### config.mk
export PLATFORM = sky130hd
export DESIGN_NAME = obj_draw
export DESIGN_NICKNAME = d
export VERILOG_FILES = /design/src/obj_pkg.sv /design/src/obj_draw.sv
export SDC_FILE = /design/constraint.sdc
export NUM_CORES = 1
export LEC_CHECK = 0
export ABC_AREA = 0
export BUFFER_PORTS_ARGS = -buffer_cell sky130_fd_sc_hd__buf_2
export CAP_MARGIN = 15
export CORE_MARGIN = 2
export CORE_UTILIZATION = 55
export DETAILED_ROUTE_END_ITERATION = 16
export HOLD_SLACK_MARGIN = 0.05
export PLACE_DENSITY = 0.85
export SETUP_SLACK_MARGIN = 0.4
export SKIP_LAST_GASP = 1
export SLEW_MARGIN = 20
export SYNTH_ARGS = -nofsm -noshare
export SYNTH_HDL_FRONTEND = slang
export SYNTH_SLANG_ARGS = --single-unit
### constraint.sdc
create_clock -name clk -period 4.01 [get_ports clk]
set_input_delay 0.401 -clock clk [delete_from_list [all_inputs] [get_ports clk]]
set_output_delay 0.401 -clock clk [all_outputs]
set_load 0.05 [all_outputs]
### src/obj_pkg.sv
// ############################
// shared widths and types for the sprite layer
// table is 102 entries of 5 bytes
// ############################
`default_nettype none

package obj_pkg;

    typedef logic [8:0]  obj_addr_t;   // object table byte address
    typedef logic [18:0] rom_addr_t;   // graphics ROM word address
    typedef logic [15:0] rom_data_t;   // 4 pixels x 4 planes
    typedef logic [7:0]  pxl_t;        // palette in [7:4], colour in [3:0]
    typedef logic [8:0]  xpos_t;       // horizontal position

    localparam int ENTRY_BYTES = 5;
    localparam int TABLE_LAST  = 505;  // last entry base address

    // one object table entry, byte 0 first
    typedef struct packed {
        logic [7:0] y;
        logic [7:0] attr;   // en, -, -, tall, hflip_n, vflip, x8, band
        logic [7:0] attr2;  // palette, upper code
        logic [7:0] id;
        logic [7:0] x;
    } obj_entry_t;

    // what the drawer needs for one sprite row
    typedef struct packed {
        logic [11:0] code;
        logic [3:0]  row;
        xpos_t       x;
        logic [3:0]  pal;
        logic        hflip;
        logic        vflip;
    } draw_req_t;

    typedef enum logic [2:0] {
        st_idle,
        st_read_y,
        st_read_attr,
        st_read_attr2,
        st_read_id,
        st_read_x,
        st_wait_draw
    } scan_state_e;

endpackage

`default_nettype wire

### src/obj_draw.sv
// ############################
// rom_ok must be seen twice per address
// blank start drops the rest of a sprite
// ############################
`timescale 1ns/10ps
`default_nettype none

module obj_draw import obj_pkg::*; (
    input  wire logic      clk,
    input  wire logic      rst,
    input  wire logic      draw_start,
    input  wire draw_req_t draw_req,
    input  wire rom_data_t rom_data,
    input  wire logic      rom_ok,
    input  wire logic      hbl,
    output logic           draw_done,
    output rom_addr_t      rom_addr,
    output logic           wr_en,
    output xpos_t          wr_x,
    output pxl_t           wr_pxl
);

    draw_req_t  req;
    rom_data_t  word_q;
    logic       busy;
    logic       have;       // word_q holds pixels still to send
    logic       ok_dly;
    logic [3:0] n;          // pixel in the row
    logic [1:0] k;
    logic [3:0] col;
    logic [3:0] xoff;
    logic       accept;

    assign k      = n[1:0];
    assign col    = {word_q[{2'b11, k}], word_q[{2'b10, k}],
                     word_q[{2'b01, k}], word_q[{2'b00, k}]};
    assign xoff   = req.hflip ? 4'd15 - n : n;
    assign accept = busy && !have && ok_dly && rom_ok;

    always_ff @(posedge clk or posedge rst) begin
        if (rst) begin
            busy      <= 1'b0;
            have      <= 1'b0;
            ok_dly    <= 1'b0;
            n         <= '0;
            draw_done <= 1'b0;
            wr_en     <= 1'b0;
            rom_addr  <= '0;
        end else begin
            draw_done <= 1'b0;
            wr_en     <= 1'b0;
            ok_dly    <= rom_ok;
            if (busy && hbl) begin
                busy      <= 1'b0;     // abandoned, still report back
                have      <= 1'b0;
                draw_done <= 1'b1;
            end else if (!busy) begin
                if (draw_start && !hbl) begin
                    busy     <= 1'b1;
                    have     <= 1'b0;
                    n        <= '0;
                    ok_dly   <= 1'b0;
                    rom_addr <= {1'b0, draw_req.code,
                                 draw_req.row ^ {4{draw_req.vflip}}, 2'd0};
                end
            end else begin
                if (accept) begin
                    have <= 1'b1;
                    if (rom_addr[1:0] != 2'd3) begin
                        rom_addr[1:0] <= rom_addr[1:0] + 2'd1; // prefetch next word
                        ok_dly        <= 1'b0;
                    end
                end
                if (have) begin
                    wr_en <= col != 4'd0;      // colour 0 is see-through
                    n     <= n + 4'd1;
                    if (k == 2'd3) begin
                        have <= 1'b0;
                    end
                    if (n == 4'd15) begin
                        busy      <= 1'b0;
                        draw_done <= 1'b1;
                    end
                end
            end
        end
    end

    always_ff @(posedge clk) begin
        if (!busy && draw_start) begin
            req <= draw_req;
        end
        if (accept) begin
            word_q <= rom_data;
        end
        if (busy && have) begin
            wr_x   <= req.x + xpos_t'(xoff);
            wr_pxl <= {req.pal, col};
        end
    end

endmodule

`default_nettype wire

# [Word level (Yosys, flattened, before mapping)]
# Index checks and enable logic that the tools add are counted.
[word_totals] regBits=74 in_bits=52 output_inout_bits=38 elab_cells=86
[classes] n_addsub=4 order_cmp=4 eq_ne=6 n_mux=39 bitwise_logic=3 n_reduce_logical=16
[ops] operator="1-bit two-way mux" n=27
[ops] operator="4-bit two-way mux" n=4
[ops] operator="4-bit by 5-bit less-than comparator with 1-bit output (second input constant)" n=2
[ops] operator="9-bit by 4-bit adder with 9-bit output" n=1
[ops] operator="1-bit binary-select mux with 2-bit select" n=4
[ops] operator="2-bit two-way mux" n=4
[ops] operator="1-bit logical AND" n=7
[ops] operator="2-bit by 1-bit != test with 1-bit output (second input constant)" n=3
[ops] operator="3-bit AND reduction" n=2
[ops] operator="2-bit by 5-bit less-than comparator with 1-bit output (second input constant)" n=1
[ops] operator="3-bit by 5-bit less-than comparator with 1-bit output (second input constant)" n=1
[ops] operator="4-bit by 1-bit adder with 4-bit output (second input constant)" n=1
[ops] operator="4-bit == test (second input constant)" n=1
[ops] operator="4-bit AND reduction" n=1
[ops] operator="4-bit nonzero test" n=1
[ops] operator="4-bit subtractor (first input constant)" n=1
[ops] operator="4-bit XOR" n=1
[ops] operator="1-bit zero test" n=3
[ops] operator="3-bit nonzero test" n=1
[ops] operator="2-bit by 1-bit adder with 2-bit output (second input constant)" n=1
[ops] operator="2-bit == test (second input constant)" n=1
[ops] operator="2-bit != test (second input constant)" n=1
[ops] operator="1-bit NOT" n=2
[ops] operator="2-bit nonzero test" n=1

# [Depth between registers and ports, before layout]
# Gate-level depths: netlist of the first run.
[logic_depth] ltp_word=9 mapped_depth=8 mapped_depth_nobuf=7

# [Worst setup path before layout of the first run]
# No wires, ideal clock.
[synth_timing] path_kind="register to register" start="reg n[1]" end="reg wr_x[8] (data pin)" setup_ns=0.258 t_arrival_ns=1.841 required_time_ns=3.752 setup_slack_ns=1.911 stages_incl_launch_ff=8 n_path_buf=1 synth_period_minus_slack_ns=2.099 cell_sequence="dfrtp_1 > clkbuf_1 > xor2_1 > inv_1 > fa_1 > o21ai_0 > nand3_1 > xnor2_1"
[synth_between] elab_chain_cells=3
[synth_rtl] element="from (decl)" line="obj_draw.sv:28" rtl="logic [3:0] n;"
[synth_rtl] element="from (signal assigned)" line="obj_draw.sv:76" rtl="n <= n + 4'd1;"
[synth_rtl] element="4-bit subtractor" line="obj_draw.sv:37" rtl="assign xoff = req.hflip ? 4'd15 - n : n;"
[synth_rtl] element="4-bit two-way mux (*)" line="obj_draw.sv:37"
[synth_rtl] element="9-bit by 4-bit adder with 9-bit output (*)" line="obj_draw.sv:97" rtl="wr_x <= req.x + xpos_t'(xoff);"
[synth_rtl] element="to (signal assigned)" line="obj_draw.sv:97"
[synth_rtl] element="to (decl)" line="obj_draw.sv:19" rtl="output xpos_t wr_x,"
# Every way passes the cells marked *; elsewhere a longest branch is shown, timed or not.
# A chain may end at the register's enable or synchronous reset.

# [Worst setup path after layout of the first run]
[layout_timing] start="reg n[0]" end="reg wr_x[6] (data pin)"
# Same word-level chain as after synthesis.

==> results of run 1 <==
## flip-flops by register name (all words and copies together), names as in the netlist
name and flops:
wr_x 9, word_q 16, req 14, wr_pxl 8, busy 1, wr_en 1, have 1, ok_dly 1
draw_done 1, rom_addr 18, n 4
## cell families (layout without fill, tap and decap cells)
family                   Yosys count  after routing  share of synthesized area
flip-flops                        74             74                      0.698
AND/OR/NAND/NOR                   31             31                     0.0528
AO/OA/AOI/OAI                     28             28                     0.0590
buffers and inverters             20            117                     0.0318
multiplexers                      16             16                     0.0766
XOR/XNOR                          15             15                     0.0440
adder cells (fa/ha/maj)            8              8                     0.0360
other                              1              1                    0.00126
## per-layer routing
metal | GRT usage | vias up
li1 | - | 891
met1 | 0.222 | 894
met2 | 0.328 | 69
met3 | 0.0721 | 5
met4 | 0.0643 | 0
met5 | 0 | -
## cell type report
| class | count | share of cell area |
|---|---|---|
| well taps | 70 | 0.0238 |
| inverters | 12 | 0.0123 |
| clock inverters | 7 | 0.0214 |
| multi-input cells | 99 | 0.219 |
| flip-flops and latches | 74 | 0.568 |
| repair buffers | 89 | 0.122 |
| clock buffers | 9 | 0.0337 |
## critical path: stages (launching register included)
cell	delay, ns
dfrtp_1	0.59
xor2_1	0.19
ha_1	0.18
inv_1	0.06
fa_1	0.40
o21ai_0	0.36
nand3_1	0.16
xnor2_1	0.15
## cells in the final DEF, fill, tap and decap left out, types with 7 or more instances in the layout
cell type	count
ha_1	7
buf_2	88
nor2_1	8
edfxtp_1	47
a21oi_1	10
clkbuf_8	9
nand2_1	7
xnor2_1	9
inv_1	10
mux2_2	12
dfrtp_1	27
## through the flow
stage,std cells,cell area (µm²)
floorplan,193,2990
global placement,344,3470
detailed placement,344,3470
CTS,360,3680
global route,360,3680
finish,360,3680
## power breakdown
| part | leakage [µW] | internal, µW | switching (µW) | total, µW |
|---|---|---|---|---|
| combinational | 0.000699 | 106 | 235 | 342 |
| clock | 0.000104 | 292 | 273 | 565 |
| sequential | 0.000765 | 875 | 37.6 | 912 |
| total | 0.00157 | 1270 | 546 | 1820 |
## how the worst min path moves through the flow
| stage | cells after the start | end | start | slack, ns |
|---|---|---|---|---|
| floorplan | 0 | wr_pxl[4] | req[2] | 0.40 |
| global placement | 0 | wr_pxl[7] | req[5] | 0.40 |
| detailed placement | 0 | wr_pxl[4] | req[2] | 0.42 |
| CTS | 1 | word_q[13] | rom_data[13] | 0.21 |
| global route | 2 | rom_addr[14] | rst | 0.15 |
| finish | 2 | ok_dly | rst | 0.1 |
==> results.ini, run 1 <==
[status]
outcome=finished, final reports clean

[global_route]
overflow=0
grt_use_total=0.192
grt_pass1_vias=1812
grt_first_pass_wirelength_um=8560
grt_max_degree=28
antenna_found_initial=0

[yosys]
syn_area_per_cell_um2=15.5
synth_top_area_frac=0.472
post-synth-top-count-cell=edfxtp_1
ys_top_cells_by_area=edfxtp_1, dfrtp_1, mux2_2, ha_1, xnor2_1
synth_cells=193
ys_warn_count=0
netlist_area_um2=2990
ys.flop_type=edfxtp_1
synth_cell_types=41
yosysTopAreaCell=edfxtp_1
seq_area_frac_synth=0.698
async_reset_ff_frac=0.365
synthTopCellsByCount=edfxtp_1, dfrtp_1, mux2_2, inv_1, a21oi_1
synth_edf_count=47
synthesis.nets=253
ys_seq_elements=74

[sta]
grt_setup_unrepaired=false
fin_worst_skew_ns=0.00546
worstMarginPinSlew_ns=0.781
max_slew_margin=0.479
min_period_over_period=0.579
post-route-min-period_ns=2.32
hold_violations=0
fin_ws_ns=1.69
setup_tns_ns=0
setup_viol=0
max_freq_mhz=430
finalMaxSlewViolations=0
whs_ns=0.0953

[clock_network]
cts-root-buf=clkbuf_8
clkTransAtPathRegs_ns=0.08
worstSkewPairLatency_ns=0.34
cts-hold-fix-buffers=0
clock_path_buffers=2
cts_htree_levels=3
postCtsResizedCells=0
post_cts_buffers=0
cts_tree=done
cts.sinks=74
cts_made_buffers=9

[die]
dieHeight_um=77.7
start_util=0.578
core_area_um2=5170
rows=26
die_x_um=77.7
boundaryPins=90
dieArea_um2=6040

[placement]
gp_congestion=0.788
dp_hpwl_um=3710
io_buffer_count=88
post-place-ws_ns=1.65

[critical_path]
setup.worst_path.start_class=register
cp.required_ns=4.11
worstReg2RegEnd=wr_x[6]
r2r_setup_slack_ns=1.69
rr_worst_depth=7
crit_end=wr_x[6]
r2r-start=n[0]
criticalPathCategory=reg2reg
startpoint=n[0]
cp_max_fo=9
critPathCaptureType=register
critical_path_arrival_ns=2.42

[hold_path]
hold_path.class=in2async

[pwr]
powerDensity_nw_per_um2=495
power_uw=1820
ir_drop_mv=0.298
total_leakage_power_uw=0.00157

[drt]
drc=0
ant_nets=0
dr.max_layer_used=met4
dr_wl_met2_um=2730
drt_iter0_markers=73
wirelength_um=5240
vias_per_cell=5.16
wl_met1_um=2090
vias=1859
firstDrtPassIters=6
wl_met3_um=339
wl_per_cell_um=14.5

[job]
max_cap_violations=0

[finish]
syn_to_final_growth_pct=23.0
seq_area_um2=2090
nFillCells=346
fin_nets=345
utilization=0.711
multi_input_comb_area_um2=806
insertedDiodeCount=0
drive_gt1_frac=0.428

No activity file was read; power rests on OpenSTA's default activity.
==> inputs of run 2 (changes only) <==
- ABC_AREA: 0 -> 1
- CORE_UTILIZATION: 55 -> 46
- PLACE_DENSITY: 0.85 -> 0.75
- clock period: 4.01 -> 1.9 ns (I/O delays scaled with it)
==> run 2 against run 1 <==
The flow now finishes with violations (negative setup slack). Core utilization fell by 3.2 points. Synthesized area rose by 3.9%. Synthesized cell count rose by 43%. Critical path depth did not move. Sequential power rose by 110%. Wire length rose by 25%. Hold slack got worse by 0.032 ns. Combinational power rose by 120%. Fmax rose by 22%. Total power rose by 110%. First-iteration DRC count rose by 16%. Via count rose by 27%. Critical path type unchanged. Critical endpoint is now wr_x[5].
==> results.ini, run 2 <==
[pwr]
p_int_uw=2720  ; +110%
sw_frac_of_total=0.301  ; +0.000879
pwr-share-seq=0.491  ; -0.010
powerDensity_nw_per_um2=892  ; +80%
power_uw=3890  ; +110%
ir_drop_mv=0.467  ; +57%
power_frac_comb=0.198  ; +0.010
p_clk_frac=0.311  ; about the same
switching_power_uw=1170  ; +110%
total_leakage_power_uw=0.00205  ; +31%

[yosys]
synth_top_area_frac=0.454  ; -0.0179
syn_area_per_cell_um2=11.3  ; -27%
yosysTopAreaCell=edfxtp_1
ys_seq_elements=74  ; unchanged
synth_edf_count=47  ; unchanged
ys_warn_count=0  ; unchanged
ys_top_cells_by_area=edfxtp_1, dfrtp_1, nand2_1, nand3_1, ha_1
netlist_area_um2=3110  ; +3.9%
ys.flop_type=edfxtp_1
post-synth-top-count-cell=nand2_1
synth_cells=276  ; +43%
synthTopCellsByCount=nand2_1, edfxtp_1, dfrtp_1, inv_1, nand3_1
synth_cell_types=27  ; -34%
synthesis.nets=336  ; +33%
async_reset_ff_frac=0.365  ; unchanged
seq_area_frac_synth=0.672  ; -0.0265

[clock_network]
clock_path_buffers=2  ; unchanged
worstSkewPairLatency_ns=0.34  ; about the same
cts_made_buffers=9  ; unchanged
cts_htree_levels=3  ; unchanged
cts_tree=done
cts-root-buf=clkbuf_8
clkTransAtPathRegs_ns=0.08  ; about the same
cts.sinks=74  ; unchanged

[finish]
layout_commonest_cell=nand2_1
final_cell_mix=nand2_1, buf_2, edfxtp_1
finish.instance_area_um2=4360  ; +19%
seq_area_um2=2090  ; about the same
fin_nets=482  ; +40%
multi_input_comb_area_um2=906  ; +12%
largest_reg_flops=18  ; unchanged
drive_gt1_frac=0.319  ; -0.109
top_register=rom_addr
nFillCells=490  ; +42%
syn_to_final_growth_pct=40.3
top_regs=rom_addr x18, word_q x16, req x14
insertedDiodeCount=0  ; unchanged

[global_route]
grt_first_pass_wirelength_um=10300  ; +21%
grt_max_degree=28  ; unchanged
grt_use_total=0.181  ; -0.0105
grt_pass1_vias=2289  ; +26%
overflow=0  ; unchanged
antenna_found_initial=0  ; unchanged

[drt]
vias=2364  ; +27%
firstDrtPassIters=4  ; -2
wl_met1_um=2730  ; +31%
vias_per_cell=4.69  ; -9.2%
ant_nets=0  ; unchanged
wl_per_cell_um=13.0  ; -11%
drt_iter0_markers=85  ; +16%
wirelength_um=6560  ; +25%
wl_met3_um=327  ; -3.5%
dr.max_layer_used=met4
dr_wl_met2_um=3420  ; +25%
drc=0  ; unchanged

[sta]
finalMaxSlewViolations=0  ; unchanged
fin_worst_skew_ns=0.0127  ; +0.00726 ns
hold_violations=0  ; unchanged
grt_setup_unrepaired=true
whs_ns=0.0635  ; -0.0318 ns
setup_viol=1  ; +1
post-route-min-period_ns=1.90  ; -0.421 ns
max_freq_mhz=526  ; +22%
min_period_over_period=1.00  ; +0.422
fin_ws_ns=-0.00222  ; -1.69 ns

[job]
max_cap_violations=0  ; unchanged

[critical_path]
critical_path_arrival_ns=1.99  ; -0.43 ns
cp_max_fo=3  ; -6
critPathCaptureType=register
cp.required_ns=1.99  ; -2.12 ns
criticalPathCategory=reg2reg
setup.worst_path.start_class=register

[status]
outcome=finished, violations left
violations=negative setup slack

[die]
die_x_um=86.2  ; +11%
boundaryPins=90  ; unchanged
start_util=0.484  ; -0.0941
rows=29  ; +12%
dieArea_um2=7420  ; +23%
core_area_um2=6420  ; +24%
dieHeight_um=86.2  ; +11%

[placement]
gp_congestion=0.800  ; +1.6%
io_buffer_count=88  ; unchanged
postPlaceCellArea_um2=3690  ; +6.3%
dp_hpwl_um=4200  ; +13%

[hold_path]
hold_path.class=in2reg

==> run 2: cell count changes after synthesis, moves of 3 or more <==
cell     before  now
nand4_1       1    5
mux2_2       12    0
nand2_1       7   92
a21oi_1      10    2
mux4_2        3    0
buf_2         1    4
o21ai_1       0    5
inv_1        11   23
nand3_1       3   18
==> run 2: critical path, stage by stage, from the launching register on <==
cell      delay [ns]
edfxtp_1        0.40
buf_4           0.19
xor2_1          0.15
ha_1            0.29
or2_2           0.30
nand3_1         0.09
nand2_1         0.08
xor2_1          0.15
==> run 2: cell type report <==
| cell class | instances | area share |
|---|---|---|
| inverters | 24 | 0.0215 |
| well taps | 77 | 0.0221 |
| clock inverters | 7 | 0.0169 |
| repair buffers | 145 | 0.224 |
| flip-flops and latches | 74 | 0.479 |
| clock buffers | 9 | 0.0284 |
| multi-input cells | 168 | 0.208 |
==> run 2: final timing paths <==
kind,startpoint,endpoint,slack [ns],cells past startpoint
setup / recovery,req[1],wr_x[5],-0.002,7
hold / removal,draw_req[20],rom_addr[7],0.06,3
setup reg to reg,req[1],wr_x[5],-0.002,7
hold reg to reg,req[5],wr_pxl[7],0.44,0
max in group asynchronous,rst,busy,1.11,4
min in group asynchronous,rst,rom_addr[12],0.49,4
==> run 2: repair_timing <==
| item | CTS | global route |
|---|---|---|
| hold buffers | 41 | 0 |
| setup buffers | 1 | 2 |
| endpoints found under the hold margin | 67 | 0 |
| setup endpoints to repair | 8 | 38 |
| gates resized for setup | 2 | 6 |
| pin swaps | 0 | 0 |
==> run 2: metrics by stage <==
step / TNS [ns] / cells / setup WS [ns] / util
CTS: -0.00487 / 502 / -0.00487 / 0.673
floorplan: -0.137 / 276 / -0.0793 / -
finish: -0.00222 / 504 / -0.00222 / 0.678
global route: -0.398 / 504 / -0.133 / 0.678
detailed placement: 0 / 444 / 0.0110 / 0.575
global placement: 0 / 444 / 0.0774 / 0.575
==> run 2: metal layers <==
| metal | vias to the layer above | track usage |
|---|---|---|
| li1 | 1202 | - |
| met1 | 1088 | 0.221 |
| met2 | 68 | 0.304 |
| met3 | 6 | 0.0539 |
| met4 | 0 | 0.0678 |
| met5 | - | 0 |
==> run 2: cells by family after synthesis <==
group	Yosys count	synth area share
simple gates	128	0.172
flops	74	0.672
buf+inv	34	0.0500
compound gates	18	0.0330
xor+xnor	13	0.0367
fa+ha+maj	8	0.0346
other cells	1	0.00121
==> run 2: power groups by stage <==
stage	sequential, µW	combinational [µW]	clock [µW]
2_1_floorplan	2190	227	0
3_3_place_gp	1930	674	0
3_5_place_dp	1940	689	0
4_1_cts	1900	760	1250
5_1_grt	1920	829	1320
6_report	1910	769	1210
