===== config.mk =====
export PLATFORM = sky130hd
export DESIGN_NAME = obj_scan
export DESIGN_NICKNAME = d
export VERILOG_FILES = /design/src/obj_pkg.sv /design/src/obj_scan.sv
export SDC_FILE = /design/constraint.sdc
export NUM_CORES = 1
export LEC_CHECK = 0
export ABC_AREA = 1
export BUFFER_PORTS_ARGS = -buffer_cell sky130_fd_sc_hd__buf_2
export CORE_ASPECT_RATIO = 0.75
export CORE_MARGIN = 3
export CORE_UTILIZATION = 45
export CTS_BUF_LIST = sky130_fd_sc_hd__clkbuf_16
export CTS_CLUSTER_DIAMETER = 30
export DETAILED_ROUTE_END_ITERATION = 10
export PLACE_DENSITY = 0.67
export SLEW_MARGIN = 20
export SYNTH_ARGS = -nofsm -noshare
export SYNTH_HDL_FRONTEND = slang
export SYNTH_SLANG_ARGS = --single-unit

===== constraint.sdc =====
create_clock -name clk -period 3.7 [get_ports clk]
set_clock_uncertainty 0.05 [all_clocks]
set_input_delay 0.74 -clock clk [delete_from_list [all_inputs] [get_ports clk]]
set_output_delay 0.74 -clock clk [all_outputs]
set_load 0.1 [all_outputs]

===== src/obj_pkg.sv =====
// ############################
// shared widths and types for the sprite layer
// table is 102 entries of 5 bytes
// ############################
`default_nettype none

package obj_pkg;

    typedef logic [8:0]  obj_addr_t;   // object table byte address
    typedef logic [18:0] rom_addr_t;   // graphics ROM word address
    typedef logic [15:0] rom_data_t;   // 4 pixels x 4 planes
    typedef logic [7:0]  pxl_t;        // palette in [7:4], colour in [3:0]
    typedef logic [8:0]  xpos_t;       // horizontal position

    localparam int ENTRY_BYTES = 5;
    localparam int TABLE_LAST  = 505;  // last entry base address

    // one object table entry, byte 0 first
    typedef struct packed {
        logic [7:0] y;
        logic [7:0] attr;   // en, -, -, tall, hflip_n, vflip, x8, band
        logic [7:0] attr2;  // palette, upper code
        logic [7:0] id;
        logic [7:0] x;
    } obj_entry_t;

    // what the drawer needs for one sprite row
    typedef struct packed {
        logic [11:0] code;
        logic [3:0]  row;
        xpos_t       x;
        logic [3:0]  pal;
        logic        hflip;
        logic        vflip;
    } draw_req_t;

    typedef enum logic [2:0] {
        st_idle,
        st_read_y,
        st_read_attr,
        st_read_attr2,
        st_read_id,
        st_read_x,
        st_wait_draw
    } scan_state_e;

endpackage

`default_nettype wire


===== src/obj_scan.sv =====
// ############################
// one draw request in flight at a time
// scan aborts when the blank starts
// ############################
`timescale 1ns/10ps
`default_nettype none

module obj_scan import obj_pkg::*; #(
    parameter int MAX_PER_LINE = 32
) (
    input  wire logic       clk,
    input  wire logic       rst,
    input  wire logic       hbl,
    input  wire logic [7:0] vpos,
    input  wire logic [7:0] scan_byte,
    input  wire logic       scan_valid,
    input  wire logic       draw_done,
    output logic            scan_rd,
    output obj_addr_t       scan_addr,
    output logic            draw_start,
    output draw_req_t       draw_req
);

    localparam int CNT_W = $clog2(MAX_PER_LINE + 1);

    scan_state_e      state;
    obj_addr_t        base;
    obj_entry_t       entry;
    logic             wait_rsp;   // request sent, result due
    logic [CNT_W-1:0] drawn;
    logic             hbl_q;
    logic             line_start;
    logic             last_entry;
    logic             got_byte;
    logic [8:0]       sum_y;
    logic             visible;
    logic [2:0]       offset;

    assign line_start = hbl_q && !hbl;
    assign last_entry = base == obj_addr_t'(TABLE_LAST);
    assign got_byte   = wait_rsp && scan_valid && !hbl;
    assign sum_y      = {1'b0, vpos} + {1'b0, entry.y};

    // attr is checked straight off the RAM
    assign visible = scan_byte[7] && (&sum_y[7:5]) && (sum_y[8] == scan_byte[0])
                     && (sum_y[4] || scan_byte[4]);

    always_comb begin
        case (state)
            st_read_attr:  offset = 3'd1;
            st_read_attr2: offset = 3'd2;
            st_read_id:    offset = 3'd3;
            st_read_x:     offset = 3'd4;
            default:       offset = 3'd0;
        endcase
    end

    assign scan_rd   = (state != st_idle) && (state != st_wait_draw) && !wait_rsp;
    assign scan_addr = base + obj_addr_t'(offset);

    always_ff @(posedge clk or posedge rst) begin
        if (rst) begin
            state      <= st_idle;
            base       <= '0;
            wait_rsp   <= 1'b0;
            drawn      <= '0;
            hbl_q      <= 1'b0;
            draw_start <= 1'b0;
        end else begin
            hbl_q      <= hbl;
            draw_start <= 1'b0;
            if (line_start) begin
                state    <= st_read_y;
                base     <= '0;
                drawn    <= '0;
                wait_rsp <= 1'b0;
            end else if (hbl) begin
                state    <= st_idle;     // out of time for this line
                wait_rsp <= 1'b0;
            end else begin
                case (state)
                    st_idle: ;
                    st_wait_draw: begin
                        if (draw_done) begin
                            drawn <= drawn + 1'b1;
                            if (last_entry || drawn == CNT_W'(MAX_PER_LINE - 1)) begin
                                state <= st_idle;
                            end else begin
                                base  <= base + obj_addr_t'(ENTRY_BYTES);
                                state <= st_read_y;
                            end
                        end
                    end
                    default: begin
                        wait_rsp <= !wait_rsp; // retry if the CPU took the port
                        if (got_byte) begin
                            case (state)
                                st_read_y:     state <= st_read_attr;
                                st_read_attr: begin
                                    if (visible) begin
                                        state <= st_read_attr2;
                                    end else if (last_entry) begin
                                        state <= st_idle;
                                    end else begin
                                        base  <= base + obj_addr_t'(ENTRY_BYTES);
                                        state <= st_read_y;
                                    end
                                end
                                st_read_attr2: state <= st_read_id;
                                st_read_id:    state <= st_read_x;
                                default: begin
                                    draw_start <= 1'b1;
                                    state      <= st_wait_draw;
                                end
                            endcase
                        end
                    end
                endcase
            end
        end
    end

    always_ff @(posedge clk) begin
        if (got_byte) begin
            case (state)
                st_read_y:     entry.y     <= scan_byte;
                st_read_attr:  entry.attr  <= scan_byte;
                st_read_attr2: entry.attr2 <= scan_byte;
                st_read_id:    entry.id    <= scan_byte;
                st_read_x:     entry.x     <= scan_byte;
                default: ;
            endcase
        end
    end

    // tall sprites take the next id for the lower half
    assign draw_req.code  = {entry.attr2[3:0],
                             entry.id ^ {7'd0, entry.attr[4] & sum_y[4]}};
    assign draw_req.row   = sum_y[3:0];
    assign draw_req.x     = {entry.attr[1], entry.x};
    assign draw_req.pal   = entry.attr2[7:4];
    assign draw_req.hflip = !entry.attr[3];
    assign draw_req.vflip = entry.attr[2];

    // drawer must hand back each request before the next one
    a_one_draw: assert property (@(posedge clk) disable iff (rst)
        draw_start |=> (!draw_start until_with draw_done));

    a_addr_range: assert property (@(posedge clk) disable iff (rst)
        scan_rd |-> scan_addr <= obj_addr_t'(TABLE_LAST + ENTRY_BYTES - 1));

endmodule

`default_nettype wire


; Word-level counts from Yosys, hierarchy flattened
; Cells that the tools add are included.
; Widths: inputs -> output; s select.
[op_classes]
addsub = 4
n_eq_ne = 19
muxes = 31
bitwise = 2
reduce_logical = 31
[op_table]
columns = cell, n
row1 = $mux 9, 8
row2 = $mux 6, 4
row3 = $pmux 3 s4, 2
row4 = $pmux 9 s2, 1
row5 = $mux 3, 4
row6 = $ne 3x3->1 const B, 4
row7 = $mux 1, 10
row8 = $reduce_and 2->1, 5
row9 = $add 8x8->9, 1
row10 = $add 9x3->9, 1
row11 = $add 9x3->9 const B, 1
row12 = $eq 3x3->1 const B, 3
row13 = $eq 9x9->1 const B, 1
row14 = $reduce_and 3->1, 3
row15 = $reduce_bool 3->1, 3
row16 = $logic_and 1x1->1, 8
row17 = $reduce_and 8->1, 1
row18 = $xor 8x1->8, 1
row19 = $add 6x1->6 const B, 1
row20 = $eq 3x2->1 const B, 2
row21 = $eq 6x5->1 const B, 1
row22 = $ne 3x2->1 const B, 2
row23 = $pmux 3 s2, 1
row24 = $ne 4x4->1 const B, 1
row25 = other kinds (14), 18
[word_totals]
regBits = 58
out_inout_bits = 42
word_cells = 98

; Longest topological paths before layout
; Gate-level depths: netlist of the first run.
[logic_depth]
depth_word = 11
mapped_depth = 16
mapped_depth_nobuf = 16

; Least setup slack after synthesis of the first run
; OpenSTA, ideal clock, no wires.
[synth_path]
kind = reg-to-output
start = register state[0]
end = output port scan_addr[8]
t_arrival_ns = 3.479
t_required_ns = 2.910
slack_ns = -0.569
path_stages_with_launch = 10
path_cell_list = dfrtp_1 > clkinv_1 > nor3_1 > inv_1 > nand2_1 > inv_1 > fa_1 > o21ai_0 > nand2_1 > xnor2_1
[synth_between]
elab_chain_len = 3
[synth_lines]
columns = element, line
row1 = "start, declared", obj_scan.sv:26  ; scan_state_e state;
row2 = "start signal, assigned", obj_scan.sv:63  ; state <= st_idle;
row3 = "start signal, assigned", obj_scan.sv:73  ; state <= st_read_y;
row4 = "start signal, assigned", obj_scan.sv:78  ; state <= st_idle;
row5 = $eq 3x3->1 or $eq 3x2->1 (tied branches), obj_scan.sv:49  ; case (state)
row6 = $pmux 3 s4 *, obj_scan.sv:49
row7 = $add 9x3->9 *, obj_scan.sv:59  ; assign scan_addr = base + obj_addr_t'(offset);
row8 = "end, declared", obj_scan.sv:19  ; output obj_addr_t scan_addr,
; Every way passes the cells marked *; elsewhere a longest branch is shown, timed or not.

; Worst setup path after layout of the first run
[layout_path]
start = register state[0]
end = output port scan_addr[7]
; Same word-level chain as after synthesis.

==> results of run 1 <==
## layout by cell type (no fill, tap or decap), types with 2 or more instances in the layout
| cell | count |
|---|---|
| nor2_2 | 2 |
| nand3_2 | 2 |
| buf_12 | 3 |
| o21ai_0 | 6 |
| nand2_2 | 4 |
| xor2_1 | 6 |
| nand3_1 | 23 |
| nor2_1 | 31 |
| xnor2_2 | 3 |
| nand2_4 | 3 |
| inv_1 | 49 |
| dfrtp_1 | 19 |
| xor2_2 | 4 |
| buf_4 | 5 |
| nor4_1 | 2 |
| clkinv_2 | 3 |
| xnor2_1 | 3 |
| inv_2 | 3 |
| a211oi_1 | 3 |
| clkinvlp_4 | 2 |
| or2_1 | 2 |
| nand2_1 | 88 |
| ha_1 | 14 |
| edfxtp_1 | 36 |
| a21oi_1 | 10 |
| nand3b_1 | 2 |
| fa_1 | 2 |
| buf_2 | 59 |
| bufinv_16 | 2 |
| clkbuf_16 | 9 |
| dfrtp_2 | 2 |
| nor3_1 | 6 |
## worst max-delay path: stages (launching register included)
cell and delay, ns:
dfrtp_2 0.47, clkinvlp_4 0.18, buf_4 0.17, nor3_1 0.22, ha_1 0.34, a21oi_1 0.15, nand2_1 0.14, nand2_1 0.14
xor2_2 0.12, buf_2 0.43
## repair_timing
action | in CTS | in global routing
buffers inserted | 0 | 2
resized for setup | 0 | 4
hold buffers | 0 | 0
endpoints found under the setup margin | 0 | 6
## stage by stage
stage | total power [uW] | instance area [um^2] | instances | setup WS [ns]
2_1_floorplan | 1180 | 3340 | 364 | -0.0878
3_3_place_gp | 1280 | 3650 | 500 | 0.430
3_5_place_dp | 1290 | 3650 | 500 | 0.354
4_1_cts | 2150 | 3960 | 516 | 0.00121
5_1_grt | 2230 | 3990 | 518 | 0.0105
6_report | 2140 | 3990 | 518 | 0.228
## layer usage
metal / routed length (um) / part of all wire, % / up-vias
met4: 69 / 0.98 / 0
li1: - / - / 1255
met5: 0 / 0 / -
met2: 3010 / 43 / 67
met1: 3460 / 49 / 1168
met3: 510 / 7.2 / 7
## state kept, by name, summed over array words and instances (netlist names)
register    flops
base            9
draw_req       18
draw_start      1
drawn           6
entry          18
hbl_q           1
state           3
wait_rsp        1
## power groups by stage
stage | clock, uW | combinational [uW] | sequential, uW
finish | 862 | 527 | 751
global route | 907 | 570 | 755
CTS | 874 | 527 | 749
detailed placement | 0 | 525 | 761
global placement | 0 | 517 | 760
floorplan | 0 | 429 | 748
## cell families after synthesis
logic type	after synthesis	synth area share [%]
compound gates	25	4.57
buf+inv	79	11.9
flops	57	48.9
xor+xnor	16	4.27
fa+ha+maj	16	6.55
simple gates	171	23.8
## path summary, 6_finish.rpt
| path | endpoint | slack [ns] |
|---|---|---|
| worst max register to register | base[7]$_DFFE_PP0P_ | 1.33 |
| min in group asynchronous | drawn[2]$_DFFE_PP0P_ | 0.53 |
| worst min register to register | drawn[5]$_DFFE_PP0P_ | 0.49 |
| max in group asynchronous | state[0]$_DFFE_PP0P_ | 2.49 |
| worst min-delay path | drawn[5]$_DFFE_PP0P_ | 0.49 |
| worst max-delay path | scan_addr[7] | 0.23 |
## layout make-up
type	instances	area (um^2)	area share, %
tap	98	123	3.08
clock buffer	9	225	5.65
multi-input combinational	228	1350	33.9
clock inverter	7	86.3	2.17
sequential	57	1610	40.4
timing repair buffer	67	393	9.86
inverter	52	199	4.99
==> flow_summary_export.csv, run 1 <==
group,metric,value,unit
hold_path,holdCritPathClass,"reg -> reg",
cts,clk_latency,0.33,ns
hold_path,holdPathStages,2,
global_route,grt_pass1_wl,11.5,mm
global_route,busiest_layer,"met2",
timing,rsz0062_at_grt,"no",
global_route,antenna_found_initial,0,
floorplan,core.rowCount,26,
global_route,grt_pass1_vias,2382,
cts,cts_buffers,9,
synth,synth_most_common_cell,"nand2_1",
worst_setup_path,arrival,2.68,ns
cells_and_area,fill_cells,616,
pwr,intPower,1420,uW
floorplan,die_w,105,um
cells_and_area,fin_nets,452,
drt,drtIter0Drc,107,
drt,wl,7.05,mm
synth,synth.area.top_cells,"edfxtp_1 (33%), dfrtp_1 (16%), nand2_1 (10%)",
pwr,sw_frac_of_total,33.7,%
cells_and_area,final_util,57.5,%
drt,avgViaCountPerCell,4.82,
synth,synth_fp_nets,401,
cells_and_area,antenna-diode-count,0,
synth,synth_edf_count,36,
synth,ys_types,36,
job,maxCapViolations,0,
floorplan,initial_core_util,47.4,%
synth,syn_area,3280,um^2
cts,cts_tree,"done",
placement,numPortBuffers,62,
worst_setup_path,crit_fanout,7,
worst_setup_path,rr_startpoint,"entry[32]$_DFFE_PP_",
global_route,track_usage,18.0,%
cts,clock_path_buffers,2,
worst_setup_path,start_kind,"flip-flop",
timing,fmax,288,MHz
floorplan,die_h,80.0,um
worst_setup_path,critPathKind,"reg -> out",
cts,cts.root.buffer_cell,"clkbuf_16",
cts,numClockSinks,57,
drt,vias,2497,
cts,clk_pin_slew,0.05,ns
worst_setup_path,cp-end-kind,"output pin",
timing,max_slew_margin,36.6,%
drt,wl_per_cell,13.6,um
cells_and_area,area.growth.synth_to_final,21.3,%
global_route,grt_max_degree,22,
synth,synth_top_area_share,32.9,%
placement,dpl.hpwl,5.15,mm
synth,ys_warn_count,0,
global_route,grtUsageMet2,27.0,%
worst_setup_path,r2r_cells,15,
worst_setup_path,cp-startpoint,"state[0]$_DFFE_PP0P_",
synth,synthFlopType,"edfxtp_1",
drt,dr.pass1.iters,4,
pwr,p_per_area,537,nW/um^2
drt,drc,0,
status,outcome,"completed",
pwr,leakage,0.00190,uW
cts,htreeDepth,3,
timing,final_hold_viol_count,0,
synth,syn_area_per_cell,9.02,um^2
worst_setup_path,critPathRequiredTime,2.91,ns
hold_path,hp-start,"drawn[5]$_DFFE_PP0P_",
synth,synth_area_leader_cell,"edfxtp_1",
pwr,p_clk_share,40.3,%
timing,fin_hold_ws,0.490,ns
pwr,pwr-share-comb,24.6,%
pwr,ir_worst_vdd,0.334,mV
floorplan,ios,63,
timing,timing.final.setup_violations,0,
synth,async_flop_share,36.8,%
pwr,switchingPower,720,uW
timing,finalSetupTns,0,ns
timing,min_period,3.47,ns
floorplan,core-area,6930,um^2
drt,drtAntennaViolNets,0,
global_route,met1_usage,24.1,%
synth,synthCells,364,
timing,tightest_slew,0.947,ns
synth,synth-seq-area-share,48.9,%
placement,routabilityCongestion,0.860,
timing,slew_viol_final,0,
pwr,pwr-share-seq,35.1,%
cells_and_area,drive_gt1_share,26.9,%
floorplan,dieArea,8370,um^2
timing,period_share,93.8,%
synth,ys_top_cells_by_count,"nand2_1 (88), inv_1 (48), edfxtp_1 (36)",
global_route,grt_util_met3,6.63,%
global_route,grt_remaining_overflow,0,
synth,synth_seq_cells,57,
Power figures use the tool's default switching activity.
==> run 2: changes to the inputs <==
--- a/config.mk
+++ b/config.mk
@@ -8,7 +8,6 @@
 export ABC_AREA = 1
 export BUFFER_PORTS_ARGS = -buffer_cell sky130_fd_sc_hd__buf_2
 export CORE_ASPECT_RATIO = 0.75
-export CORE_MARGIN = 3
 export CORE_UTILIZATION = 45
 export CTS_BUF_LIST = sky130_fd_sc_hd__clkbuf_16
 export CTS_CLUSTER_DIAMETER = 30
==> run 2 against run 1 <==
Non-clock buffer count unchanged; die area decreased by 8.6%; first-iteration DRC count grew 10%; sequential power about the same; sequential share of layout area grew 0.54 points; highest routed layer unchanged; routed wire length down 2.7%; power fell by 6.7%; critical endpoint is now scan_addr[8].
==> flow_summary_export.csv, run 2 (synthesis results as in run 1) <==
group,metric,value,unit
status,outcome,"completed",
timing,worst_slack,0.241,ns
cts,htreeDepth,3,
hold_path,holdPathStages,2,
timing,rsz0062_at_grt,"no",
cts,cts_tree,"done",
drt,drtIter0Drc,118,
drt,wl,6.86,mm
cts,clk_pin_slew,0.05,ns
cells_and_area,area.growth.synth_to_final,19.7,%
global_route,track_usage,19.8,%
cells_and_area,fin_nets,452,
timing,tightest_slew,0.904,ns
cts,clk_latency,0.32,ns
worst_setup_path,start_kind,"flip-flop",
cts,numClockSinks,57,
cts,cts.root.buffer_cell,"clkbuf_16",
drt,vias,2491,
timing,period_share,93.5,%
floorplan,ios,63,
pwr,ir_worst_vdd,0.322,mV
worst_setup_path,r2r_slack,1.41,ns
drt,wl_per_cell,13.2,um
floorplan,die_w,101,um
cts,postCtsHoldBufs,0,
placement,numPortBuffers,62,
cts,clock_path_buffers,2,
placement,post-place-ws,0.433,ns
cells_and_area,layout_common_cells,"nand2_1 (88), buf_2 (59), inv_1 (48)",
floorplan,initial_core_util,47.4,%
placement,routabilityCongestion,0.903,
drt,drc,0,
cts,post_cts.repair.setup_buffers,0,
worst_setup_path,arrival,2.67,ns
floorplan,core-area,6930,um^2
hold_path,holdCritPathClass,"reg -> reg",
floorplan,die_h,76.0,um
global_route,antenna_found_initial,0,
timing,fmax,289,MHz
drt,avgViaCountPerCell,4.81,
timing,min_period,3.46,ns
cells_and_area,antenna-diode-count,0,
drt,dr.pass1.iters,4,
floorplan,core.rowCount,26,
worst_setup_path,r2r_cells,15,
timing,final_hold_viol_count,0,
timing,slew_viol_final,0,
timing,max_slew_margin,39.5,%
cells_and_area,layout_commonest_cell,"nand2_1",
cts,post_cts_resized,0,
timing,timing.final.setup_violations,0,
cells_and_area,drive_gt1_share,26.4,%
global_route,grt_max_degree,22,
worst_setup_path,r2r-end,"base[4]$_DFFE_PP0P_",
cts,cts_buffers,9,
global_route,grt_pass1_wl,11.4,mm
timing,finalSetupTns,0,ns
worst_setup_path,crit_fanout,6,
global_route,grt_pass1_vias,2372,
worst_setup_path,critPathRequiredTime,2.91,ns
global_route,grt_remaining_overflow,0,
worst_setup_path,rr_startpoint,"entry[32]$_DFFE_PP_",
pwr,leakage,0.00188,uW
drt,drtAntennaViolNets,0,
job,maxCapViolations,0,
pwr,p_per_area,507,nW/um^2
hold_path,hp-start,"drawn[5]$_DFFE_PP0P_",
worst_setup_path,critPathKind,"reg -> out",
floorplan,dieArea,7650,um^2
hold_path,min_to,"drawn[5]$_DFFE_PP0P_",
worst_setup_path,cp-end-kind,"output pin",
placement,dpl.hpwl,4.99,mm
## run 2: cell types whose count changed in the layout (fill, tap and decap cells not counted)
| cell | previous run | this run |
|---|---|---|
| bufinv_16 | 2 | 0 |
| clkinv_1 | 0 | 3 |
| inv_1 | 49 | 48 |
## run 2: layer usage
layer	share of wire (%)	vias up	GRT usage, %	wire length, um
li1	-	1252	-	-
met1	50	1170	28.3	3440
met5	0	-	0	0
met3	5.9	4	5.05	407
met4	0.50	0	8.26	34
met2	43	65	28.4	2980
## run 2: how the worst max path moves through the flow
stage | start | endpoint | slack [ns]
finish | state[1]$_DFFE_PP0P_ | scan_addr[8] | 0.24
global route | state[1]$_DFFE_PP0P_ | scan_addr[8] | 0.03
CTS | state[0]$_DFFE_PP0P_ | scan_addr[8] | 0.16
detailed placement | vpos[0] | draw_req[19] | 0.43
global placement | vpos[0] | draw_req[19] | 0.44
floorplan | state[0]$_DFFE_PP0P_ | scan_addr[8] | -0.09
## run 2: power by group
part,leakage [uW],switching (uW),internal (uW)
Clock,0.000126,280,443
Sequential,0.000602,44.9,705
Combinational,0.00115,392,130
## run 2: per-stage QoR
stage / hold WS (ns) / cells / util [%] / power, uW / area (um^2)
finish: 0.480 / 518 / 56.8 / 2000 / 3930
global route: 0.498 / 518 / 56.8 / 2090 / 3930
CTS: 0.478 / 518 / 56.6 / 2020 / 3930
detailed placement: 0.464 / 502 / 52.9 / 1290 / 3660
global placement: 0.454 / 502 / 52.9 / 1280 / 3660
floorplan: 0.442 / 364 / - / 1180 / 3340
## run 2: worst max-delay path: stages (launching register included)
cell and delay [ns]:
dfrtp_1 0.44, nor2_1 0.09, inv_1 0.10, nand2_1 0.10, nor2_1 0.15, ha_1 0.19
inv_1 0.05, fa_1 0.42, o21ai_0 0.18, buf_4 0.16, nand2_1 0.09, xnor2_2 0.19
buf_12 0.20
## run 2: layout make-up
type,count,area [um^2]
Clock buffer,9,225
Clock inverter,7,37.5
Fill cell,624,3000
Inverter,52,195
Multi-Input combinational cell,228,1350
Sequential cell,57,1610
Tap cell,98,123
Timing Repair Buffer,67,393
